### src/rtl/exu_alu_defs.svh
/*
 Widths and default sizes of the integer execute stage. EXU_PC_W must not
 exceed EXU_XLEN, because the link address is computed on the data adder.
*/

`ifndef EXU_ALU_DEFS_SVH
`define EXU_ALU_DEFS_SVH

// Register file data width
`define EXU_XLEN 32

// Destination register index width
`define EXU_RFIDX_W 5

// Program counter width
`define EXU_PC_W 32

// Default entries in the result FIFO
`define EXU_FIFO_DEPTH 4

`endif

### src/rtl/exu_alu_op_pkg.sv
/*
 Issue side types. The decoder is expected to drive rdwen low for branches.
 Any of the three fetch-exception flags overrides the group.
*/

`include "exu_alu_defs.svh"

package exu_alu_op_pkg;

  typedef enum logic {
    grp_alu = 1'b0,
    grp_bjp = 1'b1
  } grp_e;

  typedef enum logic [3:0] {
    alu_add  = 4'd0,
    alu_sub  = 4'd1,
    alu_xor  = 4'd2,
    alu_sll  = 4'd3,
    alu_srl  = 4'd4,
    alu_sra  = 4'd5,
    alu_or   = 4'd6,
    alu_and  = 4'd7,
    alu_slt  = 4'd8,
    alu_sltu = 4'd9,
    alu_lui  = 4'd10   // op2 carries the shifted immediate
  } alu_op_e;

  typedef enum logic [2:0] {
    bjp_beq  = 3'd0,
    bjp_bne  = 3'd1,
    bjp_blt  = 3'd2,
    bjp_bge  = 3'd3,
    bjp_bltu = 3'd4,
    bjp_bgeu = 3'd5,
    bjp_jal  = 3'd6,
    bjp_jalr = 3'd7
  } bjp_op_e;

  typedef struct packed {
    grp_e                    grp;
    alu_op_e                 alu_op;
    bjp_op_e                 bjp_op;
    logic                    op2_imm;    // ALU takes imm instead of rs2
    logic                    bjp_prdt;   // Predicted taken
    logic [`EXU_XLEN-1:0]    rs1;
    logic [`EXU_XLEN-1:0]    rs2;
    logic [`EXU_XLEN-1:0]    imm;
    logic [`EXU_PC_W-1:0]    pc;
    logic [`EXU_RFIDX_W-1:0] rdidx;
    logic                    rdwen;
    logic                    ifu_ilegl;
    logic                    ifu_buserr;
    logic                    ifu_misalgn;
  } issue_t;

endpackage

### src/rtl/exu_alu_rslt_pkg.sv
/*
 Result side types. rslt_t is what the FIFO stores. cmt_t and wbck_t are the
 two views that the splitter drives out.
*/

`include "exu_alu_defs.svh"

package exu_alu_rslt_pkg;

  typedef struct packed {
    logic [`EXU_XLEN-1:0]    wdat;
    logic [`EXU_RFIDX_W-1:0] rdidx;
    logic                    rdwen;
    logic                    err;        // Fetch exception, no write-back
    logic [`EXU_PC_W-1:0]    pc;
    logic                    bjp;
    logic                    bjp_prdt;
    logic                    bjp_rslv;   // Resolved taken
    logic                    ifu_ilegl;
    logic                    ifu_buserr;
    logic                    ifu_misalgn;
  } rslt_t;

  typedef struct packed {
    logic [`EXU_PC_W-1:0] pc;
    logic                 bjp;
    logic                 bjp_prdt;
    logic                 bjp_rslv;
    logic                 ifu_ilegl;
    logic                 ifu_buserr;
    logic                 ifu_misalgn;
  } cmt_t;

  typedef struct packed {
    logic [`EXU_XLEN-1:0]    wdat;
    logic [`EXU_RFIDX_W-1:0] rdidx;
  } wbck_t;

endpackage

### src/rtl/exu_alu_dpath.sv
/*
 Shared adder, comparator and shifter. Shift amount is the low log2(XLEN)
 bits of op2. Branch compares come from the adder's extra top bit.
*/
`timescale 1ns/1ps
`include "exu_alu_defs.svh"

module exu_alu_dpath (
  input  logic [`EXU_XLEN-1:0]    i_op1,
  input  logic [`EXU_XLEN-1:0]    i_op2,
  input  exu_alu_op_pkg::alu_op_e i_alu_op,
  input  exu_alu_op_pkg::bjp_op_e i_bjp_op,
  input  logic                    i_sel_bjp,   // Branch group owns the adder
  output logic [`EXU_XLEN-1:0]    o_alu_res,
  output logic [`EXU_XLEN-1:0]    o_add_res,
  output logic                    o_cmp_res
);

  localparam int SHAMT_W = $clog2(`EXU_XLEN);

  logic                 is_jump;
  logic                 do_sub;
  logic                 cmp_signed;
  logic [`EXU_XLEN:0]   add_op1;
  logic [`EXU_XLEN:0]   add_op2;
  logic [`EXU_XLEN:0]   add_sum;
  logic                 lt;
  logic                 eq;
  logic [`EXU_XLEN-1:0] shft_in;
  logic [`EXU_XLEN:0]   shft_ext;
  logic [`EXU_XLEN-1:0] shft_res;

  function automatic logic [`EXU_XLEN-1:0] bit_rev(input logic [`EXU_XLEN-1:0] v);
    logic [`EXU_XLEN-1:0] r;
    for (int k = 0; k < `EXU_XLEN; k++) begin
      r[k] = v[`EXU_XLEN-1-k];
    end
    return r;
  endfunction

  ////////////////////////////////////////////////////////////////////////////
  // Adder and comparator

  assign is_jump = (i_bjp_op == exu_alu_op_pkg::bjp_jal) |
                   (i_bjp_op == exu_alu_op_pkg::bjp_jalr);
  assign do_sub  = i_sel_bjp ? ~is_jump :
                   (i_alu_op inside {exu_alu_op_pkg::alu_sub, exu_alu_op_pkg::alu_slt,
                                     exu_alu_op_pkg::alu_sltu});
  assign cmp_signed = i_sel_bjp ?
                      (i_bjp_op inside {exu_alu_op_pkg::bjp_blt, exu_alu_op_pkg::bjp_bge}) :
                      (i_alu_op == exu_alu_op_pkg::alu_slt);

  // One extra bit, sign or zero extended, makes the top bit the less-than flag
  assign add_op1 = {cmp_signed & i_op1[`EXU_XLEN-1], i_op1};
  assign add_op2 = {cmp_signed & i_op2[`EXU_XLEN-1], i_op2} ^ {(`EXU_XLEN+1){do_sub}};
  assign add_sum = add_op1 + add_op2 + {{`EXU_XLEN{1'b0}}, do_sub};

  assign lt        = add_sum[`EXU_XLEN];
  assign eq        = ~|add_sum[`EXU_XLEN-1:0];
  assign o_add_res = add_sum[`EXU_XLEN-1:0];

  always_comb begin
    case (i_bjp_op)
      exu_alu_op_pkg::bjp_beq:  o_cmp_res = eq;
      exu_alu_op_pkg::bjp_bne:  o_cmp_res = ~eq;
      exu_alu_op_pkg::bjp_blt,
      exu_alu_op_pkg::bjp_bltu: o_cmp_res = lt;
      exu_alu_op_pkg::bjp_bge,
      exu_alu_op_pkg::bjp_bgeu: o_cmp_res = ~lt;
      default:                  o_cmp_res = 1'b1;   // Jumps always taken
    endcase
  end

  ////////////////////////////////////////////////////////////////////////////
  // Right shifter, left shifts go through it bit reversed

  assign shft_in  = (i_alu_op == exu_alu_op_pkg::alu_sll) ? bit_rev(i_op1) : i_op1;
  assign shft_ext = $signed({(i_alu_op == exu_alu_op_pkg::alu_sra) & i_op1[`EXU_XLEN-1],
                             shft_in}) >>> i_op2[SHAMT_W-1:0];
  assign shft_res = shft_ext[`EXU_XLEN-1:0];

  always_comb begin
    case (i_alu_op)
      exu_alu_op_pkg::alu_add,
      exu_alu_op_pkg::alu_sub:  o_alu_res = add_sum[`EXU_XLEN-1:0];
      exu_alu_op_pkg::alu_xor:  o_alu_res = i_op1 ^ i_op2;
      exu_alu_op_pkg::alu_or:   o_alu_res = i_op1 | i_op2;
      exu_alu_op_pkg::alu_and:  o_alu_res = i_op1 & i_op2;
      exu_alu_op_pkg::alu_sll:  o_alu_res = bit_rev(shft_res);
      exu_alu_op_pkg::alu_srl,
      exu_alu_op_pkg::alu_sra:  o_alu_res = shft_res;
      exu_alu_op_pkg::alu_slt,
      exu_alu_op_pkg::alu_sltu: o_alu_res = {{(`EXU_XLEN-1){1'b0}}, lt};
      exu_alu_op_pkg::alu_lui:  o_alu_res = i_op2;
      default:                  o_alu_res = '0;
    endcase
  end

endmodule

### src/rtl/exu_alu_exec.sv
/*
 One-entry execute register with a result one cycle after acceptance.
 A fetch exception skips the datapath and commits with err set and zero data.
 Branch wdat is the compare difference and is meant to be dropped by rdwen.
*/
`timescale 1ns/1ps
`include "exu_alu_defs.svh"

module exu_alu_exec (
  input  logic                    clk,
  input  logic                    i_reset,
  input  logic                    i_valid,
  input  exu_alu_op_pkg::issue_t  i_issue,
  input  logic                    i_rslt_ready,
  output logic                    o_ready,
  output logic                    o_rslt_valid,
  output exu_alu_rslt_pkg::rslt_t o_rslt
);

  logic                    ifu_excp;
  logic                    sel_bjp;
  logic                    is_jump;
  logic [`EXU_XLEN-1:0]    op1;
  logic [`EXU_XLEN-1:0]    op2;
  logic [`EXU_XLEN-1:0]    alu_res;
  logic [`EXU_XLEN-1:0]    add_res;
  logic                    cmp_res;
  exu_alu_rslt_pkg::rslt_t rslt_nxt;
  logic                    full_q;
  exu_alu_rslt_pkg::rslt_t rslt_q;

  ////////////////////////////////////////////////////////////////////////////
  // Dispatch and operand selection

  assign ifu_excp = i_issue.ifu_ilegl | i_issue.ifu_buserr | i_issue.ifu_misalgn;
  assign sel_bjp  = ~ifu_excp & (i_issue.grp == exu_alu_op_pkg::grp_bjp);
  assign is_jump  = sel_bjp & ((i_issue.bjp_op == exu_alu_op_pkg::bjp_jal) |
                               (i_issue.bjp_op == exu_alu_op_pkg::bjp_jalr));

  always_comb begin
    if (ifu_excp) begin
      op1 = '0;   // Datapath left idle
      op2 = '0;
    end else if (is_jump) begin
      op1 = `EXU_XLEN'(i_issue.pc);
      op2 = `EXU_XLEN'(4);   // Link address pc+4
    end else if (sel_bjp || !i_issue.op2_imm) begin
      op1 = i_issue.rs1;
      op2 = i_issue.rs2;
    end else begin
      op1 = i_issue.rs1;
      op2 = i_issue.imm;
    end
  end

  exu_alu_dpath u_dpath (
    .i_op1     (op1),
    .i_op2     (op2),
    .i_alu_op  (i_issue.alu_op),
    .i_bjp_op  (i_issue.bjp_op),
    .i_sel_bjp (sel_bjp),
    .o_alu_res (alu_res),
    .o_add_res (add_res),
    .o_cmp_res (cmp_res)
  );

  always_comb begin
    if (ifu_excp) begin
      rslt_nxt.wdat = '0;
    end else if (sel_bjp) begin
      rslt_nxt.wdat = add_res;
    end else begin
      rslt_nxt.wdat = alu_res;
    end
    rslt_nxt.rdidx       = i_issue.rdidx;
    rslt_nxt.rdwen       = i_issue.rdwen;
    rslt_nxt.err         = ifu_excp;
    rslt_nxt.pc          = i_issue.pc;
    rslt_nxt.bjp         = sel_bjp;
    rslt_nxt.bjp_prdt    = i_issue.bjp_prdt;
    rslt_nxt.bjp_rslv    = sel_bjp & cmp_res;   // Jumps get 1 from the comparator
    rslt_nxt.ifu_ilegl   = i_issue.ifu_ilegl;
    rslt_nxt.ifu_buserr  = i_issue.ifu_buserr;
    rslt_nxt.ifu_misalgn = i_issue.ifu_misalgn;
  end

  ////////////////////////////////////////////////////////////////////////////
  // Result register

  assign o_ready = ~full_q | i_rslt_ready;   // Empty or draining this cycle

  always_ff @(posedge clk) begin
    if (i_reset) begin
      full_q <= 1'b0;
    end else if (o_ready) begin
      full_q <= i_valid;
    end
  end

  always_ff @(posedge clk) begin
    if (i_valid && o_ready) begin
      rslt_q <= rslt_nxt;
    end
  end

  assign o_rslt_valid = full_q;
  assign o_rslt       = rslt_q;

  a_rslt_hold: assert property (@(posedge clk) disable iff (i_reset)
    o_rslt_valid && !i_rslt_ready |=> o_rslt_valid && $stable(o_rslt))
    else $error("execute result changed while stalled");

endmodule

### src/rtl/exu_alu_rslt_fifo.sv
/*
 Circular result buffer, DEPTH need not be a power of two. Write ready looks
 at occupancy only, so a full FIFO refuses a write even while it is read.
*/
`timescale 1ns/1ps
`include "exu_alu_defs.svh"

module exu_alu_rslt_fifo #(
  parameter int DEPTH = `EXU_FIFO_DEPTH
) (
  input  logic                    clk,
  input  logic                    i_reset,
  input  logic                    i_wr_valid,
  input  exu_alu_rslt_pkg::rslt_t i_wr_data,
  input  logic                    i_rd_ready,
  output logic                    o_wr_ready,
  output logic                    o_rd_valid,
  output exu_alu_rslt_pkg::rslt_t o_rd_data
);

  localparam int PTR_W = (DEPTH > 1) ? $clog2(DEPTH) : 1;
  localparam int CNT_W = $clog2(DEPTH + 1);

  exu_alu_rslt_pkg::rslt_t mem [DEPTH];
  logic [PTR_W-1:0]        wr_ptr;
  logic [PTR_W-1:0]        rd_ptr;
  logic [CNT_W-1:0]        count;
  logic                    wr_en;
  logic                    rd_en;

  function automatic logic [PTR_W-1:0] ptr_inc(input logic [PTR_W-1:0] p);
    return (p == PTR_W'(DEPTH - 1)) ? '0 : p + PTR_W'(1);
  endfunction

  assign o_wr_ready = (count != CNT_W'(DEPTH));
  assign o_rd_valid = (count != '0);
  assign wr_en      = i_wr_valid & o_wr_ready;
  assign rd_en      = o_rd_valid & i_rd_ready;
  assign o_rd_data  = mem[rd_ptr];   // Head entry

  always_ff @(posedge clk) begin
    if (wr_en) begin
      mem[wr_ptr] <= i_wr_data;
    end
  end

  always_ff @(posedge clk) begin
    if (i_reset) begin
      wr_ptr <= '0;
      rd_ptr <= '0;
      count  <= '0;
    end else begin
      if (wr_en) begin
        wr_ptr <= ptr_inc(wr_ptr);
      end
      if (rd_en) begin
        rd_ptr <= ptr_inc(rd_ptr);
      end
      case ({wr_en, rd_en})
        2'b10:   count <= count + CNT_W'(1);
        2'b01:   count <= count - CNT_W'(1);
        default: count <= count;   // Idle or pass through
      endcase
    end
  end

  a_count_max: assert property (@(posedge clk) disable iff (i_reset)
    count <= CNT_W'(DEPTH))
    else $error("result FIFO count above depth");

  a_rd_hold: assert property (@(posedge clk) disable iff (i_reset)
    o_rd_valid && !i_rd_ready |=> o_rd_valid && $stable(o_rd_data))
    else $error("result FIFO head changed while stalled");

endmodule

### src/rtl/exu_alu_cmt_wbck.sv
/*
 Combinational split of one buffered result into commit and write-back.
 Each side is offered only when the other can also take it, so both finish
 in the same cycle. Entries with err set never write back.
*/
`timescale 1ns/1ps

module exu_alu_cmt_wbck (
  input  logic                    i_valid,
  input  exu_alu_rslt_pkg::rslt_t i_rslt,
  input  logic                    i_cmt_ready,
  input  logic                    i_wbck_ready,
  output logic                    o_ready,
  output logic                    o_cmt_valid,
  output exu_alu_rslt_pkg::cmt_t  o_cmt,
  output logic                    o_wbck_valid,
  output exu_alu_rslt_pkg::wbck_t o_wbck
);

  logic need_wbck;
  logic wbck_ok;   // Write-back ready or not involved

  assign need_wbck = i_rslt.rdwen & ~i_rslt.err;
  assign wbck_ok   = ~need_wbck | i_wbck_ready;

  // Paired valids
  assign o_cmt_valid  = i_valid & wbck_ok;
  assign o_wbck_valid = i_valid & need_wbck & i_cmt_ready;

  // Entry leaves when commit completes
  assign o_ready = i_cmt_ready & wbck_ok;

  always_comb begin
    o_cmt.pc          = i_rslt.pc;
    o_cmt.bjp         = i_rslt.bjp;
    o_cmt.bjp_prdt    = i_rslt.bjp_prdt;
    o_cmt.bjp_rslv    = i_rslt.bjp_rslv;
    o_cmt.ifu_ilegl   = i_rslt.ifu_ilegl;
    o_cmt.ifu_buserr  = i_rslt.ifu_buserr;
    o_cmt.ifu_misalgn = i_rslt.ifu_misalgn;
  end

  assign o_wbck.wdat  = i_rslt.wdat;
  assign o_wbck.rdidx = i_rslt.rdidx;

endmodule

### src/rtl/exu_alu_top.sv
/*
 Execute stage, result FIFO and commit/write-back splitter in series.
 Up to EXU_FIFO_DEPTH + 1 instructions in flight, results leave in order.
*/
`timescale 1ns/1ps
`include "exu_alu_defs.svh"

module exu_alu_top (
  input  logic                    clk,
  input  logic                    i_reset,
  input  logic                    i_valid,
  input  exu_alu_op_pkg::issue_t  i_issue,
  input  logic                    i_cmt_ready,
  input  logic                    i_wbck_ready,
  output logic                    o_ready,
  output logic                    o_cmt_valid,
  output exu_alu_rslt_pkg::cmt_t  o_cmt,
  output logic                    o_wbck_valid,
  output exu_alu_rslt_pkg::wbck_t o_wbck
);

  logic                    exec_valid;
  exu_alu_rslt_pkg::rslt_t exec_rslt;
  logic                    fifo_ready;
  logic                    fifo_valid;
  exu_alu_rslt_pkg::rslt_t fifo_rslt;
  logic                    split_ready;

  exu_alu_exec u_exec (
    .clk          (clk),
    .i_reset      (i_reset),
    .i_valid      (i_valid),
    .i_issue      (i_issue),
    .i_rslt_ready (fifo_ready),
    .o_ready      (o_ready),
    .o_rslt_valid (exec_valid),
    .o_rslt       (exec_rslt)
  );

  exu_alu_rslt_fifo #(
    .DEPTH (`EXU_FIFO_DEPTH)
  ) u_rslt_fifo (
    .clk        (clk),
    .i_reset    (i_reset),
    .i_wr_valid (exec_valid),
    .i_wr_data  (exec_rslt),
    .i_rd_ready (split_ready),
    .o_wr_ready (fifo_ready),
    .o_rd_valid (fifo_valid),
    .o_rd_data  (fifo_rslt)
  );

  exu_alu_cmt_wbck u_cmt_wbck (
    .i_valid      (fifo_valid),
    .i_rslt       (fifo_rslt),
    .i_cmt_ready  (i_cmt_ready),
    .i_wbck_ready (i_wbck_ready),
    .o_ready      (split_ready),
    .o_cmt_valid  (o_cmt_valid),
    .o_cmt        (o_cmt),
    .o_wbck_valid (o_wbck_valid),
    .o_wbck       (o_wbck)
  );

endmodule

### config.mk
export PLATFORM = sky130hd
export DESIGN_NAME = exu_alu_top
export DESIGN_NICKNAME = d
export VERILOG_FILES = /design/src/rtl/exu_alu_op_pkg.sv /design/src/rtl/exu_alu_rslt_pkg.sv /design/src/rtl/exu_alu_dpath.sv /design/src/rtl/exu_alu_exec.sv /design/src/rtl/exu_alu_rslt_fifo.sv /design/src/rtl/exu_alu_cmt_wbck.sv /design/src/rtl/exu_alu_top.sv
export VERILOG_INCLUDE_DIRS = /design/src /design/src/rtl
export SDC_FILE = /design/constraint.sdc
export NUM_CORES = 1
export LEC_CHECK = 0
export BUFFER_PORTS_ARGS = -buffer_cell sky130_fd_sc_hd__buf_2
export CAP_MARGIN = 30
export CORE_MARGIN = 2
export CORE_UTILIZATION = 30
export CTS_BUF_LIST = sky130_fd_sc_hd__clkbuf_16
export CTS_CLUSTER_SIZE = 8
export DETAILED_ROUTE_END_ITERATION = 8
export SKIP_CTS_REPAIR_TIMING = 1
export SYNTH_ARGS = -nofsm -noshare
export SYNTH_HDL_FRONTEND = slang
export SYNTH_SLANG_ARGS = --single-unit
export TNS_END_PERCENT = 10
### constraint.sdc
create_clock -name clk -period 7.1 [get_ports clk]
set_input_delay 0.355 -clock clk [delete_from_list [all_inputs] [get_ports clk]]
set_output_delay 0.355 -clock clk [all_outputs]
set_load 0.01 [all_outputs]
* After elaboration in Yosys (flattened, before gate mapping)
Memories as Yosys holds them, arrays and structs flattened. A register that Yosys moved wholly into a read port is not among the register bits. Cells that the tools add are included.
Cells by class: add/sub/neg operators 6, equal/unequal tests 22, shift operators 1, muxes and demuxes 18, bitwise logic cells 28, reduce and logical (&&, ||, !) cells 16
Operator list (number):
- $pmux W32 S8 | 1
- $mux W32 | 7
- $add A33 B1 Y33 | 1
- $add A33 B33 Y33 | 1
- $sshr A33 B5 Y32 | 1
- $xor A33 B33 Y33 | 1
- $and A32 B32 Y32 | 1
- $or A32 B32 Y32 | 1
- $reduce_or A32 Y1 | 1
- $xor A32 B32 Y32 | 1
- $eq A4 B3 Y1 const B | 4
- $and A1 B1 Y1 | 13
- $eq A3 B3 Y1 const B | 4
- $eq A4 B4 Y1 const B | 3
- $reduce_or A2 Y1 | 5
- $eq A4 B2 Y1 const B | 2
- $mux W2 | 4
- $eq A2 B2 Y1 const B | 3
- $eq A3 B2 Y1 const B | 2
- $not A1 Y1 | 6
- $pmux W3 S2 | 1
- $reduce_bool A3 Y1 | 2
- $or A1 B1 Y1 | 5
- $add A2 B1 Y2 const B | 2
- other kinds (14) | 19
Storage, ports and cells: bits in registers 85, RAM bits 308, input port bits 152, output and inout bits 78, memories kept 1
Memories:
- u_rslt_fifo.mem | words 4, width 77, read ports 1, clocked after Yosys merged registers in 1, write ports 1, RTL line exu_alu_rslt_fifo.sv:24 | exu_alu_rslt_pkg::rslt_t mem [DEPTH];

* Depth between registers and ports, before layout
depth after elaboration 16, gate-level depth with buffers 24

* By module
Synthesis repeated with hierarchy kept, for this count alone.
Unflattened totals: cell total of the unflattened synthesis 1878, area total of the unflattened synthesis 23118.4 µm²
Modules (own cells, without submodules):
- exu_alu_rslt_fifo | times used 1, cells an instance 455, area each 11589.9 µm², seq. area each 9429.0 µm²
- exu_alu_dpath | times used 1, cells an instance 958, area each 6909.1 µm², seq. area each 0.0 µm²
- exu_alu_exec | times used 1, cells an instance 386, area each 4021.4 µm², seq. area each 2332.2 µm²
- exu_alu_cmt_wbck | times used 1, cells an instance 79, area each 598.1 µm², seq. area each 0.0 µm²

* Least setup slack after synthesis
No wires, ideal clock.
path kind input port to flip-flop, start input port i_issue[1] (netlist name), end register u_exec.rslt_q (netlist bit u_exec.o_rslt[3]), data pin, setup time 138 ps, data arrival time 5449 ps, required time 6962 ps, path slack 1513 ps, stages on the path 21, path through or4b_1 buf_2 inv_2 nor2_1 o311ai_2 clkinv_1 clkbuf_1 clkbuf_1 xnor2_1 ha_1 nor2b_1 o221a_2 o21ai_0 o21bai_1 xor2_1 or4b_2 nor4_1 nand4b_1 nor4_2 mux2_1 nor2_1
RTL lines:
- from (decl) | RTL line exu_alu_top.sv:12 | input exu_alu_op_pkg::issue_t i_issue,
- to (signal assigned) | RTL line exu_alu_exec.sv:102 | rslt_q <= rslt_nxt;
- to (decl) | RTL line exu_alu_exec.sv:30 | exu_alu_rslt_pkg::rslt_t rslt_q;

==> metrics.md <==
| Metric | Value |
|---|---|
| Effective utilization at floorplan | 0.303 |
| Final setup TNS | 0 ns |
| Worst slew pin tran | about 0.97 ns |
| Die Width | 273 µm |
| Die height | 273 µm |
| Pins over their slew limit | 0 |
| Dominant cell type by area after synthesis | edfxtp_1 |
| Worst-case vdd ir drop | 0.198 mV |
| Largest net degree at the start of global routing | 56 |
| Avg WL per Cell | around 26 µm |
| CP Capture Point | u_exec.o_rslt[3]$_DFFE_PP_ |
| Crit path top cell by count | nor2_1 |
| Initial antenna violation count | 4 |
| Routed met1 length | ~33 mm |
| Most common cell in the netlist | edfxtp_1 |
| Synth Cell Area | 21600 µm² |
| CP Max Fanout | 19 |
| Clock tree buffer depth | 3 |
| DR iter-0 viols | around 1300 |
| CP startpoint kind | primary input |
| Site Rows | 98 |
| Synth cell count leaders | 385 x edfxtp_1, 143 x mux2i_1, 113 x nor2_1, 103 x a21oi_1, 101 x ha_1 |
| Final setup margin | 0.683 ns |
| Root buf cell | clkbuf_16 |
| Clock Skew | 0.0318 ns |
| Worst Setup SP | i_issue[2] |
| Number of buffers created by CTS | 55 |
| TritonRoute pass-1 iters | 5 |
| Achievable Freq | 156 MHz |
| I/O Pins | 230 |
| Overall routing resource usage | 0.198 |
| Reg2reg path depth | 12 |
| Final Wtd Congestion | 0.968 |
| Worst Hold Class | primary input to flop |
| Avg Vias per Cell | 5.43 |
| Die area | 74300 µm² |
| Area Overhead vs Synth | 20.0% |
| Worst setup EP type | flop |
| Clk sinks | 395 |
| Final clock period utilization by the worst path | 0.904 |
| Post-DRT Antenna Nets | 0 |
| Register bit total from synthesis | 395 |
| Syn Inst Count | ~1700 |
| Slew HR | 0.350 |
| Setup violators final | 0 |
| Synthesis Warnings | 0 |
| Ys async rst share | 0 |
| CP Data Required Time | 7.56 ns |
| Post-synth EDFFs | 385 |
| First-pass GRT wire length | between 100 and 150 mm |
| WS Path Type | primary input to flop |
| Post-Syn Nets | 1936 |
| Status | completed |
| RSZ-0062 raised after global routing | false |
| DR vias | 15900 |
| Min Tclk post-route | 6.42 ns |
| DRC Markers | 0 |
| Dpl ws | 0.659 ns |
| Fin nets | around 2200 |
| Detailed Place HPWL | 55.6 mm |
| Synth top area cells | edfxtp_1 53%, mux4_2 7.8%, mux2i_1 6.6% |
| Fin. Hold Viols | 0 |
| Max layer used | met5 |
| Core Region | between 70000 and 80000 µm² |
| Critical-path top delay cell | a2111oi_0 |
| PortBufs | ~230 |
| Metal3 WL | 4.31 mm |
| CTS HTree Levels | 2 |
| Grt ovf | 0 |
| Critical path's largest stage delay | 0.65 ns |
| Yosys top cell area share | 0.534 |
| Crit path DAT | around 7 ns |
| Final WL | about 75 mm |
| CP cell instances | dlygate4sd3_1, buf_2, or4b_1, inv_2, nor2_4, buf_4, mux2i_1, nor2_1, xnor2_1, ha_1, a21oi_1, o21ai_0, o2111ai_1, a31oi_1, a2111oi_0, buf_4, nor2_1, xnor2_1, nand3_1, nor4_2, mux2_1, nor2_1 |
| Worst-Skew Late Latency | about 0.60 ns |
| Worst Hold Depth | 1 |
| Leak Pwr | 9.67 nW |
| CP delay by family, top | simple AND/OR/NAND/NOR gates |
| Vias in the first global route | 15800 |
| Most used DFF post-synth | edfxtp_1 |
| WL met2 | 35.5 mm |
| CTS clk-pin slew, worst paths | 0.05 ns |
| Unique masters post-synth | 82 |
| Post-synthesis average cell area | 12.9 µm² |
| Levels on crit path | 22 |
| Worst path bufs/invs | 5 |
| FF-to-FF setup slack | 3.72 ns |
| Max-cap viol count | 0 |
| PD cells | 240 nW/µm² |
| CTS tree | built |
| RR Endpoint | u_rslt_fifo.count[2]$_SDFFE_PP0P_ |
| Register area share after synthesis | 0.543 |
| Share of cells above drive strength 1 | 0.231 |
[layout make-up]
cell class                      instances  area [µm²]
Inverter                               83         314
Clock inverter                         14         119
Sequential cell                       395       11800
Clock buffer                           55        1380
Timing Repair Buffer                  318        1940
Tap cell                              950        1190
Antenna cell                            3        7.51
Multi-Input combinational cell       1105        9270
Fill cell                            6890       45500
[flip-flops by register name, summed over array words and instances, names as in the netlist, named ones only]
| signal | flops |
|---|---|
| u_exec.o_rslt_valid | 1 |
| u_rslt_fifo.count | 3 |
| u_rslt_fifo.wr_ptr | 2 |
| u_exec.o_rslt | 77 |
| u_rslt_fifo.rd_ptr | 2 |
| u_rslt_fifo.mem | 308 |
[cells by family (layout without fill, tap and decap cells)]
family / count (synthesis) / count (layout) / share of synthesized area
compound gates: 404 / 404 / 0.123
xor+xnor: 63 / 63 / 0.0255
fa+ha+maj: 103 / 103 / 0.0602
buf+inv: 181 / 470 / 0.0321
flops: 395 / 395 / 0.543
mux: 227 / 227 / 0.149
other cells: 0 / 3 / 0
simple gates: 308 / 308 / 0.0662
[cells in the final DEF, fill, tap and decap left out, types with 7 or more instances in the layout]
| master | synthesis | layout |
|---|---|---|
| a221oi_1 | 11 | 11 |
| o22ai_1 | 17 | 17 |
| a22oi_1 | 33 | 33 |
| inv_1 | 79 | 88 |
| buf_4 | 1 | 51 |
| dfxtp_1 | 10 | 8 |
| o211ai_1 | 11 | 11 |
| a22o_1 | 23 | 23 |
| a211oi_1 | 18 | 18 |
| nand2b_1 | 9 | 9 |
| nand2_1 | 80 | 80 |
| ha_1 | 101 | 101 |
| nor2_1 | 113 | 109 |
| mux2_2 | 7 | 7 |
| nand3_1 | 16 | 16 |
| xnor2_1 | 51 | 51 |
| xor2_1 | 12 | 12 |
| a221o_1 | 11 | 11 |
| o21a_1 | 10 | 10 |
| a21o_1 | 13 | 13 |
| mux2i_1 | 143 | 143 |
| edfxtp_1 | 385 | 385 |
| buf_2 | 8 | 229 |
| o221ai_1 | 8 | 8 |
| or3_1 | 7 | 7 |
| o21ai_0 | 87 | 86 |
| a21oi_1 | 103 | 103 |
| dlygate4sd3_1 | 0 | 36 |
| mux4_2 | 75 | 75 |
| nor3_1 | 32 | 30 |
| clkbuf_16 | 0 | 55 |
[per-layer routing]
layer,up-vias,GRT usage
li1,7059,-
met1,8126,0.274
met2,594,0.327
met3,92,0.0264
met4,6,0.0489
met5,-,0
[worst reg2reg max path, delay by kind of cell (launching register included)]
kind                       cells  cell delay [ns]
DFF                            1             0.58
xor gates and xnor gates       1             0.17
AOI/OAI and AO/OA              3             0.56
and+or+nand+nor                3             0.53
buffers and inverters          3             0.89
adders and majority gates      2             0.58
[where the power goes]
part           internal (mW)  leakage [nW]  switching (mW)
registers               2.69          3.66          0.0581
logic                  0.512          5.24           0.690
clock network           1.37         0.761           0.920
[how the worst min path moves through the flow]
stage               slack, ns                               start                                to
detailed placement       0.47  u_rslt_fifo.rd_ptr[1]$_SDFFE_PP0P_                              flop
finish                   0.02                         i_issue[24]       u_exec.o_rslt[21]$_DFFE_PP_
floorplan                0.45                          i_issue[0]        u_exec.o_rslt[0]$_DFFE_PP_
global placement         0.47         u_exec.o_rslt[23]$_DFFE_PP_  u_rslt_fifo.mem[1][23]$_DFFE_PP_
CTS                     -0.08                         i_issue[23]       u_exec.o_rslt[20]$_DFFE_PP_
global route             0.01                         i_issue[12]        u_exec.o_rslt[9]$_DFFE_PP_
[metrics by stage]
step	area [µm²]	utilization	hold slack, ns	power, mW	std cells
6_report	26000	0.363	0.0249	6.23	2923
5_1_grt	26000	0.363	0.0102	6.49	2920
4_1_cts	25600	0.358	-0.0847	6.28	2883
3_5_place_dp	24100	0.337	0.472	3.98	2814
3_3_place_gp	24100	0.337	0.465	3.97	2812
2_1_floorplan	21600	-	0.454	3.51	1681
Note: power is estimated with default switching activity, not from simulation.
